### src/logic/fgen_types_pkg.sv
/* Datapath types for the waveform generator: samples, words, addresses,
   the playback FSM states and the control register map. */
package fgen_types_pkg;

	// one output sample and one host-side word
	typedef logic [7:0] sample_t;
	typedef logic [31:0] word_t;

	// sample index, four samples per memory word
	typedef logic [11:0] sample_addr_t;
	typedef logic [9:0] word_addr_t;

	typedef enum logic {
		idle,
		run
	} seq_state_t;

	// --------------------
	// control register map on chip select 0
	localparam logic [1:0] reg_start = 2'd0;
	localparam logic [1:0] reg_end = 2'd1;
	localparam logic [1:0] reg_enable = 2'd2;

endpackage

### src/logic/spi_frame_pkg.sv
/* SPI frame layout shared by the peripherals and their targets.
   A frame is an 8-bit command, a 16-bit address and 32 data bits, MSB first. */
package spi_frame_pkg;

	typedef logic [7:0] spi_cmd_t;
	typedef logic [15:0] spi_addr_t;
	typedef logic [31:0] spi_data_t;

	// commands, anything else is ignored by the targets
	localparam spi_cmd_t cmd_write = 8'h01;
	localparam spi_cmd_t cmd_read = 8'h02;

	// --------------------
	// frame geometry in bits
	localparam int header_bits = 24;
	localparam int frame_bits = 56;

	// one transaction as handed to a target
	typedef struct packed {
		spi_cmd_t cmd;
		spi_addr_t addr;
		spi_data_t data;
	} spi_txn_t;

endpackage

### src/logic/control_registers.sv
/* Control registers behind chip select 0: playback start, playback end and run
   enable. Answers one req/ack transaction at a time. */
`timescale 1ns/1ps

module control_registers
	import fgen_types_pkg::*, spi_frame_pkg::*;
(
	input logic word_clock,
	input logic reset3_word_clock,
	input spi_txn_t txn,
	input logic req,
	output logic ack,
	output word_t read_data,
	output sample_addr_t start_sample,
	output sample_addr_t end_sample,
	output logic enable
);

	logic [1:0] reg_index;
	logic access;
	word_t reg_word;

	assign reg_index = txn.addr[1:0];
	// one access per handshake, on the cycle req is first seen
	assign access = req && !ack;

	// readback mux, address 3 reads 0
	always_comb begin
		case (reg_index)
			reg_start: reg_word = word_t'(start_sample);
			reg_end: reg_word = word_t'(end_sample);
			reg_enable: reg_word = word_t'(enable);
			default: reg_word = '0;
		endcase
	end

	always_ff @(posedge word_clock) begin
		if (reset3_word_clock) begin
			ack <= 1'b0;
			start_sample <= '0;
			end_sample <= '0;
			enable <= 1'b0;
		end else begin
			ack <= req;
			if (access && (txn.cmd == cmd_write)) begin
				case (reg_index)
					reg_start: start_sample <= sample_addr_t'(txn.data);
					reg_end: end_sample <= sample_addr_t'(txn.data);
					reg_enable: enable <= txn.data[0];
					default: ;
				endcase
			end
		end
	end

	always_ff @(posedge word_clock) begin
		if (access && (txn.cmd == cmd_read)) begin
			read_data <= reg_word;
		end
	end

endmodule

### config.mk
export PLATFORM = sky130hd
export DESIGN_NAME = control_registers
export DESIGN_NICKNAME = d
export VERILOG_FILES = /design/src/logic/fgen_types_pkg.sv /design/src/logic/spi_frame_pkg.sv /design/src/logic/control_registers.sv
export SDC_FILE = /design/constraint.sdc
export NUM_CORES = 1
export LEC_CHECK = 0
export ABC_AREA = 1
export BUFFER_PORTS_ARGS = -buffer_cell sky130_fd_sc_hd__buf_2
export CORE_UTILIZATION = 44
export CTS_CLUSTER_SIZE = 10
export DETAILED_ROUTE_END_ITERATION = 8
export MAX_ROUTING_LAYER = met4
export PLACE_DENSITY = 0.83
export SYNTH_ARGS = -nofsm -noshare
export SYNTH_HDL_FRONTEND = slang
export SYNTH_SLANG_ARGS = --single-unit
### constraint.sdc
create_clock -name word_clock -period 3.2 [get_ports word_clock]
set_clock_uncertainty 0.2 [all_clocks]
set_input_delay 0.16 -clock word_clock [delete_from_list [all_inputs] [get_ports word_clock]]
set_output_delay 0.16 -clock word_clock [all_outputs]
set_load 0.005 [all_outputs]
[Word-level counts from Yosys, hierarchy flattened]
Cells that the tools add are included.
Widths: inputs -> output; s select.
Cells by class
  reduce and logical (&&, ||, !) cells: 8
  magnitude comparators: 0
  multipliers: 0
  divide/modulo/power cells: 0
  equality and inequality tests: 4
  mux-type cells: 1
  bitwise logic cells: 0
  add/subtract/negate cells: 0
  shift-type cells: 0
Operators by type and width (number)
  $pmux 12 s3: 1
  $eq 8x1->1 const B: 1
  $eq 8x2->1 const B: 1
  $reduce_and 2->1: 3
  $logic_and 1x1->1: 3
  $eq 2x1->1 const B: 1
  $eq 2x2->1 const B: 1
  $logic_not 2->1: 1
  $logic_not 1->1: 1
Storage, ports and cells
  output and inout bits: 58
  bits in writable memories: 0
  memories kept: 0
  latch bits: 0
  ROM bits: 0
  input port bits: 59
  register bits after elaboration: 58

[Depth between registers and ports, before layout]
  depth in word-level cells: 4
  mapped depth: 8
  mapped depth without buffers: 7

[Worst setup path before layout]
Ideal clock, no wire load.
  kind: register to register
  start point: register ack
  end point: register read_data[0], enable pin
  stages on the path, launching flop included: 4
  clock period less this slack: 2.342 ns
  setup slack: 0.858 ns
  data arrival time: 1.730 ns
  cell sequence: dfxtp_1 inv_1 nand2_1 nor4_1
Between the ends
  cells in the longest elaborated chain, start to end: 3
RTL lines
  start: declaration: line control_registers.sv:12  | output logic ack,
  start signal: assignment: line control_registers.sv:44  | ack <= req;
  $logic_not 1->1: line control_registers.sv:25  | assign access = req && !ack;
  $logic_and 1x1->1: line control_registers.sv:25
  $logic_and 1x1->1: line control_registers.sv:57  | if (access && (txn.cmd == cmd_read)) begin
  end signal: assignment: line control_registers.sv:58  | read_data <= reg_word;
  end: declaration: line control_registers.sv:13  | output word_t read_data,
Every way passes these cells.
A chain may end at the register's enable or synchronous reset.

[Worst setup path after layout]
  start point: register ack
  end point: register end_sample[2]
Between the ends
  cells in the longest elaborated chain, start to end: 4
RTL lines
  $logic_not 1->1: line control_registers.sv:25
  $logic_and 1x1->1: line control_registers.sv:25
  $logic_and 1x1->1: line control_registers.sv:45  | if (access && (txn.cmd == cmd_write)) begin
  $reduce_and 2->1 (no source line)
  end signal: assignment: line control_registers.sv:48  | reg_end: end_sample <= sample_addr_t'(txn.data);
  end: declaration: line control_registers.sv:15  | output sample_addr_t end_sample,
Every way passes these cells.

==> results.sh <==
export IMPL_outcome="completed"
export IMPL_rows=24
export IMPL_clock_latency_ns=0.29
export IMPL_synthTopCellsByArea="dfxtp_1 26%, edfxtp_1 18%, inv_1 13%"
export IMPL_required_ns=3.23
export IMPL_rsz0062_at_grt="no"
export IMPL_r2r_end="end_sample[2]$_SDFFE_PP0P_"
export IMPL_crit_fanout=28
export IMPL_finalNetCount=392
export IMPL_max_vdd_ir_drop_uv=151
export IMPL_cp_start_kind="flop"
export IMPL_drt_total_wl_mm=4.44
export IMPL_path_clk_slew_ns=0.07
export IMPL_power_density_nw_per_um2=371
export IMPL_cts_buffers=5
export IMPL_place_congestion=0.782
export IMPL_drc=0
export IMPL_cts_resized=0
export IMPL_syn_inst=273
export IMPL_first_global_vias=1657
export IMPL_drt_pass1_iterations=5
export IMPL_synth_avg_cell_area_um2=7.34
export IMPL_cts_root_buf="clkbuf_8"
export IMPL_yosysSeqAreaShare=0.440
export IMPL_reg2reg_from="ack$_SDFF_PP0_"
export IMPL_drv_slew=0
export IMPL_min_to="end_sample[10]$_SDFFE_PP0P_"
export IMPL_die_y_um=69.5
export IMPL_setup_viol=0
export IMPL_netlist_area_um2=2000
export IMPL_cts_tree="done"
export IMPL_htreeDepth=2
export IMPL_grt_pass1_wl_mm=7.19
export IMPL_die_x_um=69.5
export IMPL_period_share=0.598
export IMPL_overflow=0
export IMPL_via_per_inst=4.71
export IMPL_worst_pin_slew_ns=0.747
export IMPL_drt_iter0_drc=105
export IMPL_netlist_area_leader_share=0.260
export IMPL_antenna_found_initial=0
export IMPL_io_pins=117
export IMPL_initial_core_util=0.460
export IMPL_final_setup_tns_ns=0
export IMPL_end_kind="flop"
export IMPL_clkSinkCount=38
export IMPL_cap_violations=0
export IMPL_worstRegToRegCells=7
export IMPL_ys_warn_count=0
export IMPL_diodes=0
export IMPL_startpoint="ack$_SDFF_PP0_"
export IMPL_critPathKind="flop to flop"
export IMPL_drive_gt1_frac=0.234
export IMPL_hp_start="txn[10]"
export IMPL_hold_depth=5
export IMPL_final_core_util=0.539
export IMPL_synth_largest_area_cell="dfxtp_1"
export IMPL_io_buffer_count=62
export IMPL_cp_arrival_ns=1.94
export IMPL_ys_types=22
export IMPL_wl_per_cell_um=11.5
export IMPL_ant_nets=0
export IMPL_fmax_mhz=523
export IMPL_grt_max_degree=29
export IMPL_dp_hpwl_mm=3.00
export IMPL_leakagePower_nw=1.25
export IMPL_ys_seq_elements=38
export IMPL_clock_tree_buffer_depth=2
export IMPL_hold_class="input pin to flop"
export IMPL_die_area_um2=4830
export IMPL_relSlewSlack=0.501
export IMPL_finalHoldViolations=0
export IMPL_core_area_um2=4350
export IMPL_syn_to_final_growth_pct=17.2
export IMPL_regToRegSetupSlack_ns=1.29
export IMPL_grtUsageTotal=0.193
export IMPL_post_route_min_period_ns=1.91
export IMPL_num_vias=1812
==> final cells by class <==
type,instances,area (µm²)
clock buffer,7,76.3
fill,423,2010
inverter,72,270
multi-input combinational,150,711
sequential,38,881
tap,52,65.1
timing repair buffer,66,345
==> metal layers <==
metal  GRT usage  up-vias  part of all wire
met2       0.332       65              0.52
met4      0.0884        0             0.020
met3      0.0451       13             0.052
met1       0.209      823              0.41
li1            -      911                 -
met5           -        -                 0
==> layout by cell type (no fill, tap or decap), types with 2 or more instances in the layout <==
| master | synthesis | layout |
|---|---|---|
| clkbuf_1 | 1 | 2 |
| nor2_1 | 30 | 30 |
| dfxtp_1 | 26 | 26 |
| nand2_1 | 54 | 54 |
| clkbuf_8 | 0 | 5 |
| inv_1 | 70 | 70 |
| dlygate4sd3_1 | 0 | 2 |
| inv_2 | 2 | 2 |
| buf_4 | 20 | 2 |
| edfxtp_1 | 12 | 12 |
| o22ai_1 | 11 | 11 |
| buf_2 | 7 | 62 |
| nand3_2 | 2 | 2 |
| conb_1 | 1 | 20 |
| nand3_1 | 2 | 2 |
| nand4_1 | 25 | 25 |
==> registers in the layout, summed over array words and instances, names as in the netlist <==
| register | count |
|---|---|
| end_sample | 12 |
| enable | 1 |
| start_sample | 12 |
| read_data | 12 |
| ack | 1 |
==> per-stage QoR <==
step | std cells | worst slack, ns | hold WS (ns) | total power, W | area (µm²)
2_1_floorplan | 292 | 0.858 | 0.0312 | 0.000566 | 2070
3_3_place_gp | 376 | 1.37 | 0.136 | 0.000572 | 2250
3_5_place_dp | 376 | 1.30 | 0.140 | 0.000574 | 2250
4_1_cts | 385 | 1.27 | 0.00856 | 0.000874 | 2350
5_1_grt | 385 | 1.11 | 0.0443 | 0.000898 | 2350
6_report | 385 | 1.29 | 0.00633 | 0.000872 | 2350
==> report_power, final <==
group	switching [W]	internal (W)
sequential	0.000000433	0.000495
combinational	0.0000483	0.0000227
clock	0.000156	0.000150
total	0.000204	0.000667
==> how the worst max path moves through the flow <==
| stage | endpoint | slack (ns) | cells after the start |
|---|---|---|---|
| 6_report | end_sample[2]$_SDFFE_PP0P_ | 1.29 | 7 |
| 5_1_grt | end_sample[4]$_SDFFE_PP0P_ | 1.11 | 7 |
| 4_1_cts | end_sample[2]$_SDFFE_PP0P_ | 1.27 | 7 |
| 3_5_place_dp | start_sample[7]$_SDFFE_PP0P_ | 1.30 | 7 |
| 3_3_place_gp | start_sample[4]$_SDFFE_PP0P_ | 1.37 | 7 |
| 2_1_floorplan | read_data[0]$_DFFE_PP_ | 0.86 | 3 |
==> repair_timing <==
action / in CTS / in global routing
endpoints found under the hold margin: 1 / 0
hold buffers: 2 / 0
buffers inserted: 0 / 0
==> cells by family after synthesis <==
| logic type | synth area share |
|---|---|
| AOI/OAI and AO/OA | 0.0387 |
| buffers and inverters | 0.244 |
| DFF | 0.440 |
| other | 0.00187 |
| and+or+nand+nor | 0.275 |
==> Yosys cell counts, drive strengths merged <==
cell and instances:
conb 1, inv 72, nor4 1, o221ai 1
dfxtp 26, buf 31, o22ai 11, nand3 4
edfxtp 12, nand4 25, clkbuf 1, nand2 55
nor2 33
==> critical path: stages (launching register included) <==
cell and delay [ns]:
dfxtp_1 0.31, inv_1 0.05, nand2_1 0.09, nor2_4 0.50, nand3_2 0.36, nand2_1 0.17, inv_1 0.06, nor2_1 0.08
(Power assumes the default switching activity.)
