$ cat config.mk
export PLATFORM = sky130hd
export DESIGN_NAME = spi_peripheral
export DESIGN_NICKNAME = d
export VERILOG_FILES = /design/src/logic/fgen_types_pkg.sv /design/src/logic/spi_frame_pkg.sv /design/src/logic/spi_peripheral.sv
export SDC_FILE = /design/constraint.sdc
export NUM_CORES = 1
export LEC_CHECK = 0
export ABC_AREA = 1
export ABC_CLOCK_PERIOD_IN_PS = 5800
export BUFFER_PORTS_ARGS = -buffer_cell sky130_fd_sc_hd__buf_2
export CORE_MARGIN = 2
export CORE_UTILIZATION = 50
export CTS_CLUSTER_DIAMETER = 120
export DETAILED_ROUTE_END_ITERATION = 12
export PLACE_DENSITY = 0.73
export SETUP_SLACK_MARGIN = 0.05
export SLEW_MARGIN = 30
export SYNTH_ARGS = -nofsm -noshare
export SYNTH_HDL_FRONTEND = slang
export SYNTH_SLANG_ARGS = --single-unit
$ cat constraint.sdc
create_clock -name word_clock -period 5.8 [get_ports word_clock]
set_clock_uncertainty 0.15 [all_clocks]
set_input_delay 0.87 -clock word_clock [delete_from_list [all_inputs] [get_ports word_clock]]
set_output_delay 0.87 -clock word_clock [all_outputs]
set_load 0.005 [all_outputs]
$ cat src/logic/fgen_types_pkg.sv
/* Datapath types for the waveform generator: samples, words, addresses,
   the playback FSM states and the control register map. */
package fgen_types_pkg;

	// one output sample and one host-side word
	typedef logic [7:0] sample_t;
	typedef logic [31:0] word_t;

	// sample index, four samples per memory word
	typedef logic [11:0] sample_addr_t;
	typedef logic [9:0] word_addr_t;

	typedef enum logic {
		idle,
		run
	} seq_state_t;

	// --------------------
	// control register map on chip select 0
	localparam logic [1:0] reg_start = 2'd0;
	localparam logic [1:0] reg_end = 2'd1;
	localparam logic [1:0] reg_enable = 2'd2;

endpackage

$ cat src/logic/spi_frame_pkg.sv
/* SPI frame layout shared by the peripherals and their targets.
   A frame is an 8-bit command, a 16-bit address and 32 data bits, MSB first. */
package spi_frame_pkg;

	typedef logic [7:0] spi_cmd_t;
	typedef logic [15:0] spi_addr_t;
	typedef logic [31:0] spi_data_t;

	// commands, anything else is ignored by the targets
	localparam spi_cmd_t cmd_write = 8'h01;
	localparam spi_cmd_t cmd_read = 8'h02;

	// --------------------
	// frame geometry in bits
	localparam int header_bits = 24;
	localparam int frame_bits = 56;

	// one transaction as handed to a target
	typedef struct packed {
		spi_cmd_t cmd;
		spi_addr_t addr;
		spi_data_t data;
	} spi_txn_t;

endpackage

$ cat src/logic/spi_peripheral.sv
/* SPI peripheral for one chip select. Deserializes 56-bit frames, passes them to a
   target over a four-phase req/ack handshake and shifts read data back on MISO. */
`timescale 1ns/1ps

module spi_peripheral
	import spi_frame_pkg::*, fgen_types_pkg::*;
(
	input logic word_clock,
	input logic reset3_word_clock,
	input logic sclk,
	input logic mosi,
	input logic ssel,
	output logic miso,
	output spi_txn_t txn,
	output logic req,
	input logic ack,
	input word_t read_data
);

	// pin synchronizers, third stage only for edge detection
	logic [2:0] sclk_sync;
	logic [1:0] mosi_sync;
	logic [2:0] ssel_sync;

	logic [frame_bits-1:0] shift_in;
	logic [5:0] bit_count;
	word_t out_shift;

	logic sclk_rise;
	logic sclk_fall;
	logic active;
	logic frame_end;
	logic read_start;
	logic write_start;
	logic [header_bits-1:0] header_next;

	assign sclk_rise = sclk_sync[1] & ~sclk_sync[2];
	assign sclk_fall = ~sclk_sync[1] & sclk_sync[2];
	assign active = ~ssel_sync[1];
	assign frame_end = ssel_sync[1] & ~ssel_sync[2];
	assign header_next = {shift_in[header_bits-2:0], mosi_sync[1]};

	// read goes out right after the 24th bit, write waits for chip select to rise
	assign read_start = active && sclk_rise && (bit_count == header_bits - 1)
		&& (header_next[header_bits-1 -: 8] == cmd_read);
	assign write_start = frame_end && (bit_count == frame_bits)
		&& (shift_in[frame_bits-1 -: 8] == cmd_write);

	always_ff @(posedge word_clock) begin
		if (reset3_word_clock) begin
			sclk_sync <= '0;
			mosi_sync <= '0;
			ssel_sync <= '1;
		end else begin
			sclk_sync <= {sclk_sync[1:0], sclk};
			mosi_sync <= {mosi_sync[0], mosi};
			ssel_sync <= {ssel_sync[1:0], ssel};
		end
	end

	// --------------------
	// receive side
	always_ff @(posedge word_clock) begin
		if (reset3_word_clock) begin
			bit_count <= '0;
		end else if (!active) begin
			bit_count <= '0;
		end else if (sclk_rise && (bit_count < frame_bits)) begin
			bit_count <= bit_count + 1'b1;
		end
	end

	always_ff @(posedge word_clock) begin
		if (active && sclk_rise) begin
			shift_in <= {shift_in[frame_bits-2:0], mosi_sync[1]};
		end
	end

	// --------------------
	// handshake, txn held while req is up
	always_ff @(posedge word_clock) begin
		if (reset3_word_clock) begin
			req <= 1'b0;
		end else if (req) begin
			if (ack) begin
				req <= 1'b0;
			end
		end else if (read_start || write_start) begin
			req <= 1'b1;
		end
	end

	always_ff @(posedge word_clock) begin
		if (!req && read_start) begin
			txn <= spi_txn_t'({header_next, {$bits(spi_data_t){1'b0}}});
		end else if (!req && write_start) begin
			txn <= spi_txn_t'(shift_in);
		end
	end

	// --------------------
	// transmit side, MSB first on falling edges of the data phase
	always_ff @(posedge word_clock) begin
		if (reset3_word_clock) begin
			out_shift <= '0;
			miso <= 1'b0;
		end else if (!active) begin
			out_shift <= '0;
			miso <= 1'b0;
		end else if (req && ack && (txn.cmd == cmd_read)) begin
			out_shift <= read_data;
		end else if (sclk_fall && (bit_count >= header_bits)) begin
			miso <= out_shift[31];
			out_shift <= {out_shift[30:0], 1'b0};
		end
	end

endmodule

# Yosys cells after proc, flatten, opt, wreduce, memory -nomap -nowiden
# Cells that the tools add are included.
# totals
reg_bits	160
in_bits	38
wordCells	51
# op_classes
addsub	1
n_lt_le_gt_ge	2
n_eq_ne	5
n_mux	7
bitwise	8
reduce_logical	17
# ops
operator	count
56-bit two-way mux	2
32-bit two-way mux	2
8-bit by 2-bit equality test with 1-bit output, second input constant	2
1-bit logical AND	11
8-bit by 1-bit equality test with 1-bit output, second input constant	1
6-bit by 1-bit adder with 6-bit output, second input constant	1
6-bit by 5-bit equality test with 1-bit output, second input constant	1
6-bit equality test, second input constant	1
6-bit by 5-bit greater-or-equal comparator with 1-bit output, second input constant	1
6-bit less-than comparator, second input constant	1
1-bit inverter	5
2-bit nonzero test	2
1-bit bitwise AND	3
1-bit two-way mux	3
2-bit AND reduction	1
2-bit OR reduction	1
1-bit logical NOT	1
1-bit logical OR	1

# Depth between registers and ports, before layout
# depth
depth_word	8
depth_mapped	10
depth_no_buf	8

# Least setup slack after synthesis
# No wires, ideal clock.
# synth_timing
kind	flip-flop to flip-flop
from	reg sclk_sync[2]
to	reg txn[32] (netlist bit), enable pin
setup_ps	381
t_arrival_ps	5872
required_time_ps	5269
setup_slack_ps	-603
stages_incl_launch_ff	5
path_buffers	1
synth_period_minus_slack_ps	6403
cell_sequence	dfxtp_1 > nor3_1 > nand3_1 > clkbuf_1 > nand2_1
# synth_via
elab_chain_cells	7
# synth_rtl
element	line_no	rtl
start, declared	spi_peripheral.sv:21	logic [2:0] sclk_sync;
start signal, assigned	spi_peripheral.sv:55	sclk_sync <= {sclk_sync[1:0], sclk};
1-bit inverter	spi_peripheral.sv:37	assign sclk_rise = sclk_sync[1] & ~sclk_sync[2];
1-bit bitwise AND	spi_peripheral.sv:37	
1-bit logical AND (2 in series)	spi_peripheral.sv:44	assign read_start = active && sclk_rise && (bit_count == header_bits - 1)
1-bit logical AND	spi_peripheral.sv:45	&& (header_next[header_bits-1 -: 8] == cmd_read);
1-bit logical AND	spi_peripheral.sv:94	if (!req && read_start) begin
2-bit nonzero test (no source line)	-	
end signal, assigned	spi_peripheral.sv:95	txn <= spi_txn_t'({header_next, {$bits(spi_data_t){1'b0}}});
end signal, assigned	spi_peripheral.sv:97	txn <= spi_txn_t'(shift_in);
end, declared	spi_peripheral.sv:14	output spi_txn_t txn,
# No other way between the ends.
# A chain may end at the register's enable or synchronous reset.

# Worst setup path in the final report
# layout_timing
from	in ack
to	reg out_shift[18]
# layout_via
elab_chain_cells	3
elab_cells_between_ends	4
cone_classes	mux (1); reduce/logical (3)
# layout_rtl
element	line_no	rtl
start, declared	spi_peripheral.sv:16	input logic ack,
1-bit logical AND * (2 in series)	spi_peripheral.sv:110	end else if (req && ack && (txn.cmd == cmd_read)) begin
32-bit two-way mux or 2-bit nonzero test (tied branches)	-	
end signal, assigned	spi_peripheral.sv:111	out_shift <= read_data;
end signal, assigned	spi_peripheral.sv:114	out_shift <= {out_shift[30:0], 1'b0};
end, declared	spi_peripheral.sv:27	word_t out_shift;
# Mark *: on every way between the ends. The rest lies on a longest branch, timed or not.

==> flow_metrics.py <==
metrics = {
    "sta": {
        "tightestPinTransition_ns": 0.819,
        "fin_setup_tns_ns": 0,
        "finalHoldViolations": 0,
        "setup_viol": 0,
        "fin_crit_sh": 0.458,
        "max_freq_mhz": 377,
        "slew_viol_final": 0,
        "min_period_ns": 2.66,
        "relSlewSlack": 0.454,
        "rsz0062_at_grt": "false",
        "fin_hold_ws_ns": 0.250,
    },
    "power": {
        "powerDensity_nw_per_um2": 296,
        "p_int_w": 0.00184,
        "vdd_drop_max_v": 0.000214,
        "combinationalPowerShare": 0.010,
        "switchingPower_w": 0.000482,
        "switching_share": 0.208,
        "p_leak_nw": 3.80,
        "clkPwrFrac": 0.479,
        "seq_power_share": 0.511,
        "finalPower_w": 0.00232,
    },
    "route": {
        "wl_per_cell_um": 13.1,
        "drc_errors": 0,
        "drtPass1Iterations": 5,
        "ant_nets": 0,
        "vias": 5014,
        "wl_um": 13300,
        "dr.first_iter.drc_count": 426,
        "vias_per_cell": 4.94,
    },
    "place": {
        "dpl-instance-area_um2": 7240,
        "place.gp.congestion": 0.798,
        "hpwl_um": 8090,
        "port_buffers": 95,
    },
    "clock_network": {
        "clockBufferDepth": 2,
        "clk_pin_slew_ns": 0.06,
        "clockRootBuffer": "clkbuf_16",
        "ctsHoldBuffers": 0,
        "postCtsSetupBuffers": 0,
        "cts_tree": "built",
        "cts_buffers": 17,
        "cts_resized": 0,
        "cts_sinks": 160,
        "h-tree-depth": 4,
        "clock_latency_ns": 0.43,
    },
    "logic_synthesis": {
        "synth_common_cells": "nand2_1, inv_1, nand3_1, dfxtp_1, edfxtp_1",
        "ys_warn_count": 0,
        "synth_edf_count": 80,
        "synth.most_common_cell": "nand2_1",
        "synth_seq_cells": 160,
        "synthTopCellsByArea": "edfxtp_1, dfxtp_1, nand2_1",
        "yosys.area.top_type_share": 0.359,
        "yosysSeqAreaShare": 0.598,
        "synth.cell_area_um2": 6690,
        "synth_area_per_cell_um2": 9.02,
        "ys.flop_type": "edfxtp_1",
        "synth.distinct_cells": 26,
        "async_flop_share": 0,
        "synth_area_leader_cell": "edfxtp_1",
        "synthCells": 742,
    },
    "finish": {
        "multi_input_area_um2": 2050,
        "final_area_um2": 7830,
        "diodes": 0,
        "nFillCells": 1162,
        "seqCellArea_um2": 4000,
        "area_growth_syn_to_layout_pct": 17.0,
        "finish.net_count": 865,
        "drive_above_1_share": 0.215,
    },
    "floorplanning": {
        "core_um2": 13100,
        "ios": 96,
        "std_cell_rows": 42,
        "start_util": 0.510,
        "die_h_um": 120,
        "die_area_um2": 14300,
        "die_w_um": 120,
    },
    "grt": {
        "grt_pass1_vias": 4502,
        "antenna_found_initial": 0,
        "grt.total_usage": 0.193,
        "grt_pass1_wl_um": 21600,
        "grt_max_degree": 67,
        "grt-ovfl-total": 0,
    },
    "worst_setup_path": {
        "rrSetupSlack_ns": 3.16,
        "cp_max_fo": 65,
        "critical_path_class": "in2reg",
        "cp.arrival_ns": 2.83,
        "endpoint_kind": "register",
        "r2r_cells": 8,
        "crit_required_ns": 5.98,
        "startpoint_type": "input port",
    },
    "min_path": {
        "hold_class": "reg2reg",
        "min_path_cells": 2,
    },
    "status": {
        "status": "finished clean",
    },
    "flow_run": {
        "drv_cap": 0,
    },
}
cell type report:
cell class / instances / share of cell area
repair buffers: 101 / 0.0665
multi-input cells: 426 / 0.262
inverters: 119 / 0.0570
clock inverters: 13 / 0.0197
flip-flops and latches: 160 / 0.511
clock buffers: 19 / 0.0553
well taps: 176 / 0.0281
power by group through the flow:
stage / logic (W) / clock network, W / registers [W]
3_5_place_dp: 0.0000229 / 0 / 0.00121
3_3_place_gp: 0.0000228 / 0 / 0.00121
2_1_floorplan: 0.00000749 / 0 / 0.00121
5_1_grt: 0.0000257 / 0.00118 / 0.00118
4_1_cts: 0.0000231 / 0.00113 / 0.00118
6_report: 0.0000231 / 0.00111 / 0.00118
flip-flops by register name, summed over array words and instances (netlist names):
name	flops
shift_in	56
txn	56
out_shift	32
bit_count	6
sclk_sync	3
ssel_sync	3
mosi_sync	2
miso	1
req	1
cells in the final DEF (no fill, tap or decap), drive strengths merged:
cell	instances
clkinvlp	1
clkinv	5
inv	124
clkbuf	19
dfxtp	80
bufinv	2
ha	2
buf	101
nand4	50
a21oi	7
nand3b	2
nor3b	1
nor3	2
o21ai	3
or2	5
conb	6
edfxtp	80
a21o	1
nand3	101
nand2	161
nor2	85
worst max-delay path, stage by stage:
cell and delay (ns):
buf_2 0.11, nand2_1 0.11, nor2_4 0.62, nand3_4 0.63, nand3_1 0.25, nand3_1 0.10
nand2_1 0.07, inv_1 0.04
stage by stage:
step                 util  setup WS (ns)  std cells
finish              0.596           3.14       1014
global route        0.596           2.91       1014
CTS                 0.596           3.11       1014
detailed placement  0.551           2.75        982
global placement    0.551           2.36        982
floorplan               -           1.33        747
cells by family (layout without fill, tap and decap cells):
kind of cell             count (synthesis)  after routing  synth area share
AND/OR/NAND/NOR                        407            407             0.285
buffers and inverters                  161            252             0.104
flip-flops                             160            160             0.598
AO/OA/AOI/OAI                           11             11           0.00860
adder cells (fa/ha/maj)                  2              2           0.00374
other                                    1              6          0.000560
worst paths after layout:
path,from,end
setup / recovery,ack,out_shift[18]
hold / removal,sclk_sync[0],sclk_sync[1]
setup reg to reg,ssel_sync[1],txn[33]
hold reg to reg,sclk_sync[0],sclk_sync[1]
routing by layer:
| metal | vias up | track usage | wire length, um |
|---|---|---|---|
| li1 | 2553 | - | - |
| met1 | 2281 | 0.269 | 6330 |
| met2 | 163 | 0.278 | 5800 |
| met3 | 17 | 0.0665 | 956 |
| met4 | 0 | 0.0706 | 212 |
| met5 | - | 0 | 0 |
(Power assumes the default switching activity.)
