<file path="src/logic/fgen_types_pkg.sv">
/* Datapath types for the waveform generator: samples, words, addresses,
   the playback FSM states and the control register map. */
package fgen_types_pkg;

	// one output sample and one host-side word
	typedef logic [7:0] sample_t;
	typedef logic [31:0] word_t;

	// sample index, four samples per memory word
	typedef logic [11:0] sample_addr_t;
	typedef logic [9:0] word_addr_t;

	typedef enum logic {
		idle,
		run
	} seq_state_t;

	// --------------------
	// control register map on chip select 0
	localparam logic [1:0] reg_start = 2'd0;
	localparam logic [1:0] reg_end = 2'd1;
	localparam logic [1:0] reg_enable = 2'd2;

endpackage

</file>
<file path="src/logic/playback_sequencer.sv">
/* Playback sequencer: loops the sample address from start to end minus one while
   enabled and emits the samples with a sync pulse on the first of each pass. */
`timescale 1ns/1ps

module playback_sequencer
	import fgen_types_pkg::*;
#(
	parameter int SAMPLE_ADDR_WIDTH = 12
) (
	input logic word_clock,
	input logic reset3_word_clock,
	input logic enable,
	input sample_addr_t start_sample,
	input sample_addr_t end_sample,
	output sample_addr_t play_addr,
	input sample_t play_sample,
	output sample_t sample,
	output logic sync
);

	seq_state_t state_q;
	sample_addr_t last_q;
	logic [SAMPLE_ADDR_WIDTH:0] next_addr;
	logic wrap;

	logic sync_raw;
	logic sync_d1;
	logic sync_q;
	logic run_d1;
	sample_t sample_q;

	// extra bit so an end at the top of the range still compares right
	assign next_addr = {1'b0, play_addr} + 1'b1;
	assign wrap = next_addr >= {1'b0, last_q};

	// --------------------
	// address loop, start and end only picked up at wrap
	always_ff @(posedge word_clock) begin
		if (reset3_word_clock) begin
			state_q <= idle;
			play_addr <= '0;
			last_q <= '0;
			sync_raw <= 1'b0;
		end else begin
			sync_raw <= 1'b0;
			if (!enable) begin
				state_q <= idle;
			end else if ((state_q == idle) || wrap) begin
				state_q <= run;
				play_addr <= start_sample;
				last_q <= end_sample;
				sync_raw <= 1'b1;
			end else begin
				play_addr <= play_addr + 1'b1;
			end
		end
	end

	// --------------------
	// memory read stage, then output register
	always_ff @(posedge word_clock) begin
		if (reset3_word_clock) begin
			sync_d1 <= 1'b0;
			sync_q <= 1'b0;
			run_d1 <= 1'b0;
			sample_q <= '0;
		end else begin
			sync_d1 <= sync_raw;
			sync_q <= sync_d1;
			run_d1 <= (state_q == run);
			sample_q <= run_d1 ? play_sample : '0;
		end
	end

	// outputs go quiet as soon as enable drops
	assign sample = enable ? sample_q : '0;
	assign sync = enable & sync_q;

endmodule

</file>
<file path="config.mk">
export PLATFORM = sky130hd
export DESIGN_NAME = playback_sequencer
export DESIGN_NICKNAME = d
export VERILOG_FILES = /design/src/logic/fgen_types_pkg.sv /design/src/logic/playback_sequencer.sv
export SDC_FILE = /design/constraint.sdc
export NUM_CORES = 1
export LEC_CHECK = 0
export ABC_AREA = 1
export BUFFER_PORTS_ARGS = -buffer_cell sky130_fd_sc_hd__buf_2
export CORE_MARGIN = 2
export CORE_UTILIZATION = 45
export CTS_CLUSTER_DIAMETER = 60
export DETAILED_ROUTE_END_ITERATION = 8
export PLACE_DENSITY = 0.84
export SYNTH_ARGS = -nofsm -noshare
export SYNTH_HDL_FRONTEND = slang
export SYNTH_SLANG_ARGS = --single-unit
</file>
<file path="constraint.sdc">
create_clock -name word_clock -period 2.4 [get_ports word_clock]
set_clock_uncertainty 0.1 [all_clocks]
set_input_delay 0.12 -clock word_clock [delete_from_list [all_inputs] [get_ports word_clock]]
set_output_delay 0.12 -clock word_clock [all_outputs]
set_load 0.05 [all_outputs]
</file>
# After elaboration in Yosys (flattened, before gate mapping)
# Cells that the tools add are included.
[op_classes]
n_shift = 0
div = 0
order_cmp = 1
n_addsub = 2
n_bitwise = 4
n_eq_ne = 0
reduce_logical = 4
n_mux = 3
multipliers = 0
[ops]
columns = ["cell", "count"]
rows = [
  ["12-bit by 1-bit adder with 13-bit output (second input constant)", 1],
  ["13-bit by 12-bit >= comparator with 1-bit output", 1],
  ["12-bit by 1-bit adder with 12-bit output (second input constant)", 1],
  ["12-bit 2-to-1 mux", 1],
  ["8-bit 2-to-1 mux", 1],
  ["2-bit OR reduction", 2],
  ["1-bit inverter", 3],
  ["2-bit AND reduction", 1],
  ["1-bit bitwise AND", 1],
  ["1-bit logical OR", 1],
  ["1-bit 2-to-1 mux", 1],
]
[word_totals]
inputBits = 35
n_memories = 0
reg_bits = 37
romBits = 0
mem_bits_rw = 0
latch_bits = 0
elab_cells = 22

# Logic depth before layout (Yosys ltp)
# Gate-level depths: netlist of run 1.
[logic_depth]
depth_word = 4
mapped_depth = 20

# Worst setup path before layout of run 1
# Ideal clock, no wire load.
[synth_path]
kind = "reg2reg"
start = "register play_addr[0]"
end = "register last_q[6]"
setup_slack_ns = -0.583
setup_time_ns = 0.116
arrival_ns = 2.767
required_time_ns = 2.184
period_less_slack_ns = 2.983
path_buffers = 1
stages_incl_launch_ff = 18
path_cell_list = "dfxtp_1 > ha_1 > nand2_1 > nor2_2 > nand2_1 > nor2_1 > xor2_1 > inv_1 > ha_1 > a21oi_1 > o211ai_2 > nor2_4 > nand2_4 > nand2_4 > inv_2 > buf_6 > nor2_2 > nor2_1"
[synth_between]
elab_chain_cells = 4
[synth_lines]
columns = ["element", "line_no", "rtl"]
rows = [
  ["start, declared", "playback_sequencer.sv:15", "output sample_addr_t play_addr,"],
  ["start signal, assigned", "playback_sequencer.sv:50", "play_addr <= start_sample;"],
  ["start signal, assigned", "playback_sequencer.sv:54", "play_addr <= play_addr + 1'b1;"],
  ["12-bit by 1-bit adder with 13-bit output", "playback_sequencer.sv:33", "assign next_addr = {1'b0, play_addr} + 1'b1;"],
  ["13-bit by 12-bit >= comparator with 1-bit output", "playback_sequencer.sv:34", "assign wrap = next_addr >= {1'b0, last_q};"],
  ["1-bit logical OR", "playback_sequencer.sv:48", "end else if ((state_q == idle) || wrap) begin"],
  ["2-bit AND reduction (no source line)", "--", ""],
  ["end signal, assigned", "playback_sequencer.sv:51", "last_q <= end_sample;"],
  ["end, declared", "playback_sequencer.sv:22", "sample_addr_t last_q;"],
]
# No other way between the ends.
# A chain may end at the register's enable or synchronous reset.

# Final worst setup path of run 1
# Ends and elaborated chain as after synthesis.

==> flow_metrics.py, run 1 <==
metrics = {
    "outcome": {
        "status": "complete, but fails checks",
        "violations": "negative setup slack",
    },
    "timing": {
        "setup_viol": 25,
        "fin_crit_ns": 2.59,
        "slew_headroom": 0.681,
        "hold_viol": 0,
        "rsz0062_at_grt": "true",
        "fin_crit_sh": 1.08,
        "worst_pin_slew_ns": 0.478,
        "fmax_mhz": 386,
        "final.setup.worst_slack_ns": -0.192,
        "slew_viol_final": 0,
    },
    "job": {
        "cap_violations": 0,
    },
    "grt": {
        "antenna_found_initial": 0,
        "met3_usage": 0.0456,
        "grt.busiest_layer": "met2",
        "use_met1": 0.289,
        "grt_pass1_vias": 2274,
        "grt_pass1_wl_um": 9870,
        "grt_usage": 0.239,
        "overflow": 0,
        "met2_usage": 0.415,
        "grt_max_degree": 26,
    },
    "logic_synthesis": {
        "ys_seq_area_frac": 0.344,
        "avgSynthCellArea_sq_um": 6.58,
        "syn-instance-count": 327,
        "synth_top_area_cell": "dfxtp_1",
        "ys_warn_count": 0,
        "synth-seq-cells": 37,
        "synth_area_leaders": "dfxtp_1, inv_1, nand2_1, nor2_1, ha_1",
        "synth_edf_count": 0,
        "ys_async_sr_fraction": 0,
        "synth_cell_types": 25,
        "synth_top_area_frac": 0.344,
        "syn_nets": 375,
        "yosysMostFrequentCell": "inv_1",
        "syn_area_sq_um": 2150,
        "synth.top_cells.by_count": "inv_1, nand2_1, nor2_1",
        "synth_flop_cell": "dfxtp_1",
    },
    "setup_path": {
        "path_class": "reg2reg",
        "r2r_slack_ns": -0.19,
        "crit_fanout": 8,
        "worstSetupStartpoint": "play_addr[0]$_SDFFE_PP0P_",
        "crit_path_end_kind": "flop",
        "r2r-start": "play_addr[0]$_SDFFE_PP0P_",
        "critPathLaunchType": "flop",
        "arrival_ns": 2.68,
        "cp.required_ns": 2.49,
    },
    "worst_hold_path": {
        "hp-start": "start_sample[1]",
        "min_path_type": "in2reg",
    },
    "cells_and_area": {
        "drive_gt1_frac": 0.377,
        "final_cell_area_sq_um": 3310,
        "diodes": 0,
        "nNetsFinal": 487,
        "areaGrowthSynthToFinish_pct": 53.6,
        "stdcell_count": 494,
    },
    "placement": {
        "dp_hpwl_um": 3920,
        "place_area_sq_um": 2790,
        "gp_congestion": 0.856,
        "placed_cells_incl_taps": 460,
        "io_buffer_count": 55,
    },
    "clock_network": {
        "cts_made_buffers": 5,
        "clock_latency_ns": 0.30,
        "htreeDepth": 2,
        "cts.clk_slew.worst_paths_ns": 0.07,
        "cts_sinks": 37,
        "cts_root_buf": "clkbuf_8",
        "cts_tree": "built",
        "cts_buffer_depth": 2,
    },
    "route": {
        "wl_per_cell_um": 12.4,
        "remaining_drc_errors": 0,
        "drt_wl_total_um": 6130,
        "first_pass_iters": 4,
        "drt_iter0_drc": 195,
        "routed_via_density": 4.88,
        "vias": 2411,
        "ant_nets": 0,
    },
    "floorplanning": {
        "dieHeight_um": 73.2,
        "fp.coreArea_sq_um": 4660,
        "row_count": 25,
        "dieArea_sq_um": 5350,
        "dieWidth_um": 73.2,
        "initial_core_util": 0.462,
        "io_pins": 56,
    },
    "pwr": {
        "total_power_uw": 1770,
        "p_leak_uw": 0.00180,
        "seqPwrFrac": 0.391,
        "swShare": 0.344,
        "combPwrFrac": 0.351,
        "vdd_ir_drop_max_mv": 0.379,
        "p_int_uw": 1160,
        "pwr-share-clk": 0.258,
        "power_switching_uw": 609,
        "power_density_nw_per_um2": 535,
    },
}
==> registers in the layout (all words and copies together), names as in the netlist <==
signal / count
last_q: 12
play_addr: 12
sample_q: 8
run_d1: 1
state_q: 1
sync_d1: 1
sync_q: 1
sync_raw: 1
==> layout make-up <==
cell class	instances	area (sq um)
fillers	316	1360
multi-input cells	204	1270
repair buffers	117	830
flip-flops and latches	37	763
inverters	74	280
clock buffers	8	90.1
well taps	54	67.6
==> metal layers <==
layer	wire [um]	vias up
li1	-	1203
met1	2570	1076
met2	3020	112
met3	352	20
met4	179	0
met5	0	-
==> power by group through the flow <==
stage               logic (uW)  registers (uW)  clock network (uW)
floorplan                  285             762                   0
global placement           506             699                   0
detailed placement         519             701                   0
CTS                        602             691                 458
global route               682             695                 487
finish                     621             691                 457
==> what timing repair did <==
action / CTS / global route
pin swaps: 21 / 5
setup buffers: 4 / 1
hold buffers: 21 / 0
resized for setup: 34 / 9
setup endpoints to repair: 25 / 25
hold endpoints to repair: 21 / 0
==> kinds of logic (layout without fill, tap and decap cells) <==
| group | count (synthesis) | in the layout | synth area share |
|---|---|---|---|
| and+or+nand+nor | 154 | 154 | 0.317 |
| xor gates and xnor gates | 5 | 5 | 0.0203 |
| buffers and inverters | 86 | 199 | 0.162 |
| adders and majority gates | 13 | 13 | 0.0756 |
| DFF | 37 | 37 | 0.344 |
| AOI/OAI and AO/OA | 32 | 32 | 0.0802 |
==> cells in the final DEF (no fill, tap or decap), types with 2 or more instances in the layout <==
master,netlist,layout
a21oi_1,13,12
buf_12,0,2
buf_2,3,55
buf_4,0,36
buf_6,3,3
clkbuf_1,4,2
clkbuf_8,0,6
dfxtp_1,37,29
dfxtp_2,0,3
dfxtp_4,0,5
dlygate4sd3_1,0,21
ha_1,13,8
ha_4,0,5
inv_1,73,70
inv_2,1,3
nand2_1,62,58
nand2_2,1,3
nand2_4,2,4
nand3_1,25,24
nand3_2,2,2
nor2_1,45,36
nor2_2,12,15
nor2_4,1,7
nor3_1,3,2
o21ai_1,9,7
o21ai_2,0,9
xor2_1,5,2
xor2_2,0,3
==> metrics by stage <==
stage	setup TNS (ns)	hold WS [ns]	utilization	worst slack (ns)
detailed placement	-4.87	0.244	0.599	-0.248
global placement	-3.03	0.232	0.599	-0.181
global route	-7.57	0.0450	0.709	-0.342
finish	-3.54	0.00524	0.709	-0.192
CTS	-2.60	0.00289	0.703	-0.138
floorplan	-3.28	0.132	-	-0.188
==> final timing paths <==
check	end	cells after the start
hold / removal	play_addr[1]$_SDFFE_PP0P_	5
setup / recovery	last_q[6]$_SDFFE_PP0P_	17
setup reg to reg	last_q[6]$_SDFFE_PP0P_	17
hold reg to reg	sync_q$_SDFF_PP0_	2
==> worst max-delay path, stage by stage (launching register included) <==
cell and delay, ns:
dfxtp_4 0.36, ha_4 0.14, nand2_4 0.06, nor2_4 0.14, buf_4 0.15, xor2_2 0.17, inv_1 0.12, ha_4 0.30
nand2_1 0.07, nor2_2 0.12, nor2_2 0.06, nor2_4 0.12, nor2_4 0.05, nand2_4 0.08, nand2_4 0.09, buf_12 0.17
o21ai_1 0.11, nor2_1 0.06
Note: power is estimated with default switching activity, not from simulation.
==> inputs of run 2 (changes only) <==
--- a/config.mk
+++ b/config.mk
@@ -11,7 +11,7 @@
 export CORE_UTILIZATION = 45
 export CTS_CLUSTER_DIAMETER = 60
 export DETAILED_ROUTE_END_ITERATION = 8
-export PLACE_DENSITY = 0.84
+export PLACE_DENSITY = 0.72
 export SYNTH_ARGS = -nofsm -noshare
 export SYNTH_HDL_FRONTEND = slang
 export SYNTH_SLANG_ARGS = --single-unit
==> run 2 against run 1 <==
  * The flow still finishes with violations (negative setup slack)
  * Critical path type unchanged
  * Maximum frequency decreased by 5.4%
  * Global-route usage decreased by 2.0 points
  * Register-to-register slack got worse by 0.15 ns
  * Core utilization increased by 1.7 points
  * Critical path depth increased by 3
  * Non-clock buffer count increased by 3
  * First-iteration DRC count decreased by 34%
  * Combinational power increased by 6.4%
  * Die area unchanged
  * Highest routed layer unchanged
==> flow_metrics.py, run 2 (synthesis results as in run 1) <==
metrics = {
    "outcome": {
        "status": "complete, but fails checks",
        "violations": "negative setup slack",
    },
    "cells_and_area": {
        "layout_commonest_cell": "inv_1",
        "nNetsFinal": 490,
        "areaGrowthSynthToFinish_pct": 57.4,
        "top_regs": "last_q (12), play_addr (12), sample_q (8)",
        "drive_gt1_frac": 0.411,
        "diodes": 0,
        "stdcell_count": 497,
        "layout_common_cells": "inv_1, buf_2, nand2_1",
        "final_cell_area_sq_um": 3390,
        "utilization": 0.727,
    },
    "placement": {
        "place_area_sq_um": 2770,
        "dp_hpwl_um": 3920,
        "placed_cells_incl_taps": 459,
        "io_buffer_count": 55,
        "gp_congestion": 0.861,
    },
    "setup_path": {
        "path_cells": "clkinvlp_4 -> nor2_4 -> nand2_4 -> o21ai_2 -> o21ai_2 -> inv_1 -> ha_1 -> nand2_2 -> inv_2 -> nand2_2 -> nor2_4 -> nor2_4 -> nor2_4 -> nor2_4 -> nand2_4 -> buf_12 -> nand2_2 -> nand2_1 -> o21ai_1 -> inv_1",
        "cp.required_ns": 2.49,
        "cp_common_cell": "nor2_4",
        "crit_path_end_kind": "flop",
        "path_class": "reg2reg",
        "r2r-start": "play_addr[3]$_SDFFE_PP0P_",
        "crit_buf_inv": 5,
        "critPathLaunchType": "flop",
        "r2r_slack_ns": -0.34,
        "cp_slowest_cell": "dfxtp_4",
        "crit_fanout": 7,
        "arrival_ns": 2.83,
        "critical-path-max-stage-delay_ns": 0.36,
        "crit_family": "simple AND/OR/NAND/NOR gates",
        "r2r_end": "play_addr[0]$_SDFFE_PP0P_",
        "worstRegToRegCells": 20,
    },
    "grt": {
        "met2_usage": 0.374,
        "grt_pass1_wl_um": 9070,
        "antenna_found_initial": 0,
        "grt.busiest_layer": "met2",
        "grt_pass1_vias": 2140,
        "use_met1": 0.260,
        "overflow": 0,
        "met3_usage": 0.0497,
        "grt_max_degree": 19,
        "grt_usage": 0.219,
    },
    "floorplanning": {
        "io_pins": 56,
        "initial_core_util": 0.462,
        "dieArea_sq_um": 5350,
        "row_count": 25,
        "fp.coreArea_sq_um": 4660,
        "dieWidth_um": 73.2,
        "dieHeight_um": 73.2,
    },
    "worst_hold_path": {
        "hp-start": "end_sample[6]",
        "min_path_type": "in2reg",
        "worstHoldEndpoint": "last_q[6]$_SDFFE_PP0P_",
        "hold_depth": 3,
    },
    "pwr": {
        "power_density_nw_per_um2": 537,
        "vdd_ir_drop_max_mv": 0.406,
        "p_leak_uw": 0.00184,
        "total_power_uw": 1820,
    },
    "clock_network": {
        "cts_made_buffers": 5,
        "cts_buffer_depth": 2,
        "clock_latency_ns": 0.30,
        "cts_tree": "built",
        "cts_root_buf": "clkbuf_8",
        "cts_sinks": 37,
        "cts.clk_slew.worst_paths_ns": 0.08,
        "htreeDepth": 2,
    },
    "route": {
        "routed_via_density": 4.86,
        "drt_iter0_drc": 129,
        "ant_nets": 0,
        "remaining_drc_errors": 0,
        "drt_wl_total_um": 6620,
        "wl_per_cell_um": 13.3,
        "first_pass_iters": 4,
        "vias": 2414,
    },
    "timing": {
        "fmax_mhz": 365,
        "fin_crit_ns": 2.74,
        "setup_viol": 25,
        "final.setup.worst_slack_ns": -0.340,
        "rsz0062_at_grt": "true",
        "fin_crit_sh": 1.14,
        "slew_viol_final": 0,
        "slew_headroom": 0.737,
        "hold_viol": 0,
        "worst_pin_slew_ns": 0.395,
    },
    "job": {
        "cap_violations": 0,
    },
}
[run 2: changes by cell type in the layout (fill, tap and decap cells not counted), moves of 2 or more]
| cell | previous run | this run |
|---|---|---|
| buf_4 | 36 | 41 |
| o21ai_2 | 9 | 2 |
| dlygate4sd3_1 | 21 | 19 |
| nand3_1 | 24 | 22 |
| nand2_1 | 58 | 50 |
| o21ai_1 | 7 | 11 |
| a21oi_2 | 1 | 6 |
| a21oi_1 | 12 | 7 |
| nand3_2 | 2 | 5 |
| nand2_2 | 3 | 10 |
| o21ai_0 | 0 | 3 |
[run 2: cell type report]
class | instances | area, sq um
sequential | 37 | 763
inverter | 74 | 284
tap | 54 | 67.6
clock buffer | 8 | 90.1
multi-input combinational | 204 | 1330
timing repair buffer | 120 | 852
fill | 368 | 1270
[run 2: metrics by stage]
stage	worst slack, ns	TNS (ns)	hold slack (ns)
final	-0.340	-6.62	0.0196
after global placement	-0.200	-3.42	0.233
after CTS	-0.202	-2.97	0.00662
after detailed placement	-0.238	-4.32	0.242
after floorplan	-0.188	-3.28	0.132
after global routing	-0.453	-9.45	0.0373
[run 2: power by group]
part           switching [uW]  internal [uW]
registers                34.5            658
clock network             231            234
logic                     374            287
total                     639           1180
[run 2: worst max path at each step]
stage,start,to,slack [ns],cells after the start
2_1_floorplan,play_addr[0]$_SDFFE_PP0P_,last_q[6]$_SDFFE_PP0P_,-0.19,20
3_3_place_gp,play_addr[1]$_SDFFE_PP0P_,play_addr[7]$_SDFFE_PP0P_,-0.20,19
5_1_grt,play_addr[3]$_SDFFE_PP0P_,play_addr[0]$_SDFFE_PP0P_,-0.45,20
4_1_cts,play_addr[1]$_SDFFE_PP0P_,play_addr[7]$_SDFFE_PP0P_,-0.20,20
3_5_place_dp,play_addr[1]$_SDFFE_PP0P_,play_addr[7]$_SDFFE_PP0P_,-0.24,19
6_report,play_addr[3]$_SDFFE_PP0P_,play_addr[0]$_SDFFE_PP0P_,-0.34,20
[run 2: timing repair]
| action | 4_1_cts | 5_1_grt |
|---|---|---|
| hold buffers | 19 | 0 |
| setup buffers | 3 | 7 |
| pin swaps | 9 | 19 |
| endpoints found under the setup margin | 25 | 25 |
| cloned | 0 | 1 |
| gates resized for setup | 15 | 38 |
| hold endpoints to repair | 19 | 0 |
[run 2: worst min-delay path, cell delays in order]
cell,delay (ns)
buf_2,0.07
o21ai_0,0.09
nor2_1,0.10
[run 2: metal layers]
layer / up-vias / part of all wire
li1: 1206 / -
met1: 1093 / 0.41
met2: 95 / 0.50
met3: 20 / 0.057
met4: 0 / 0.032
met5: - / 0
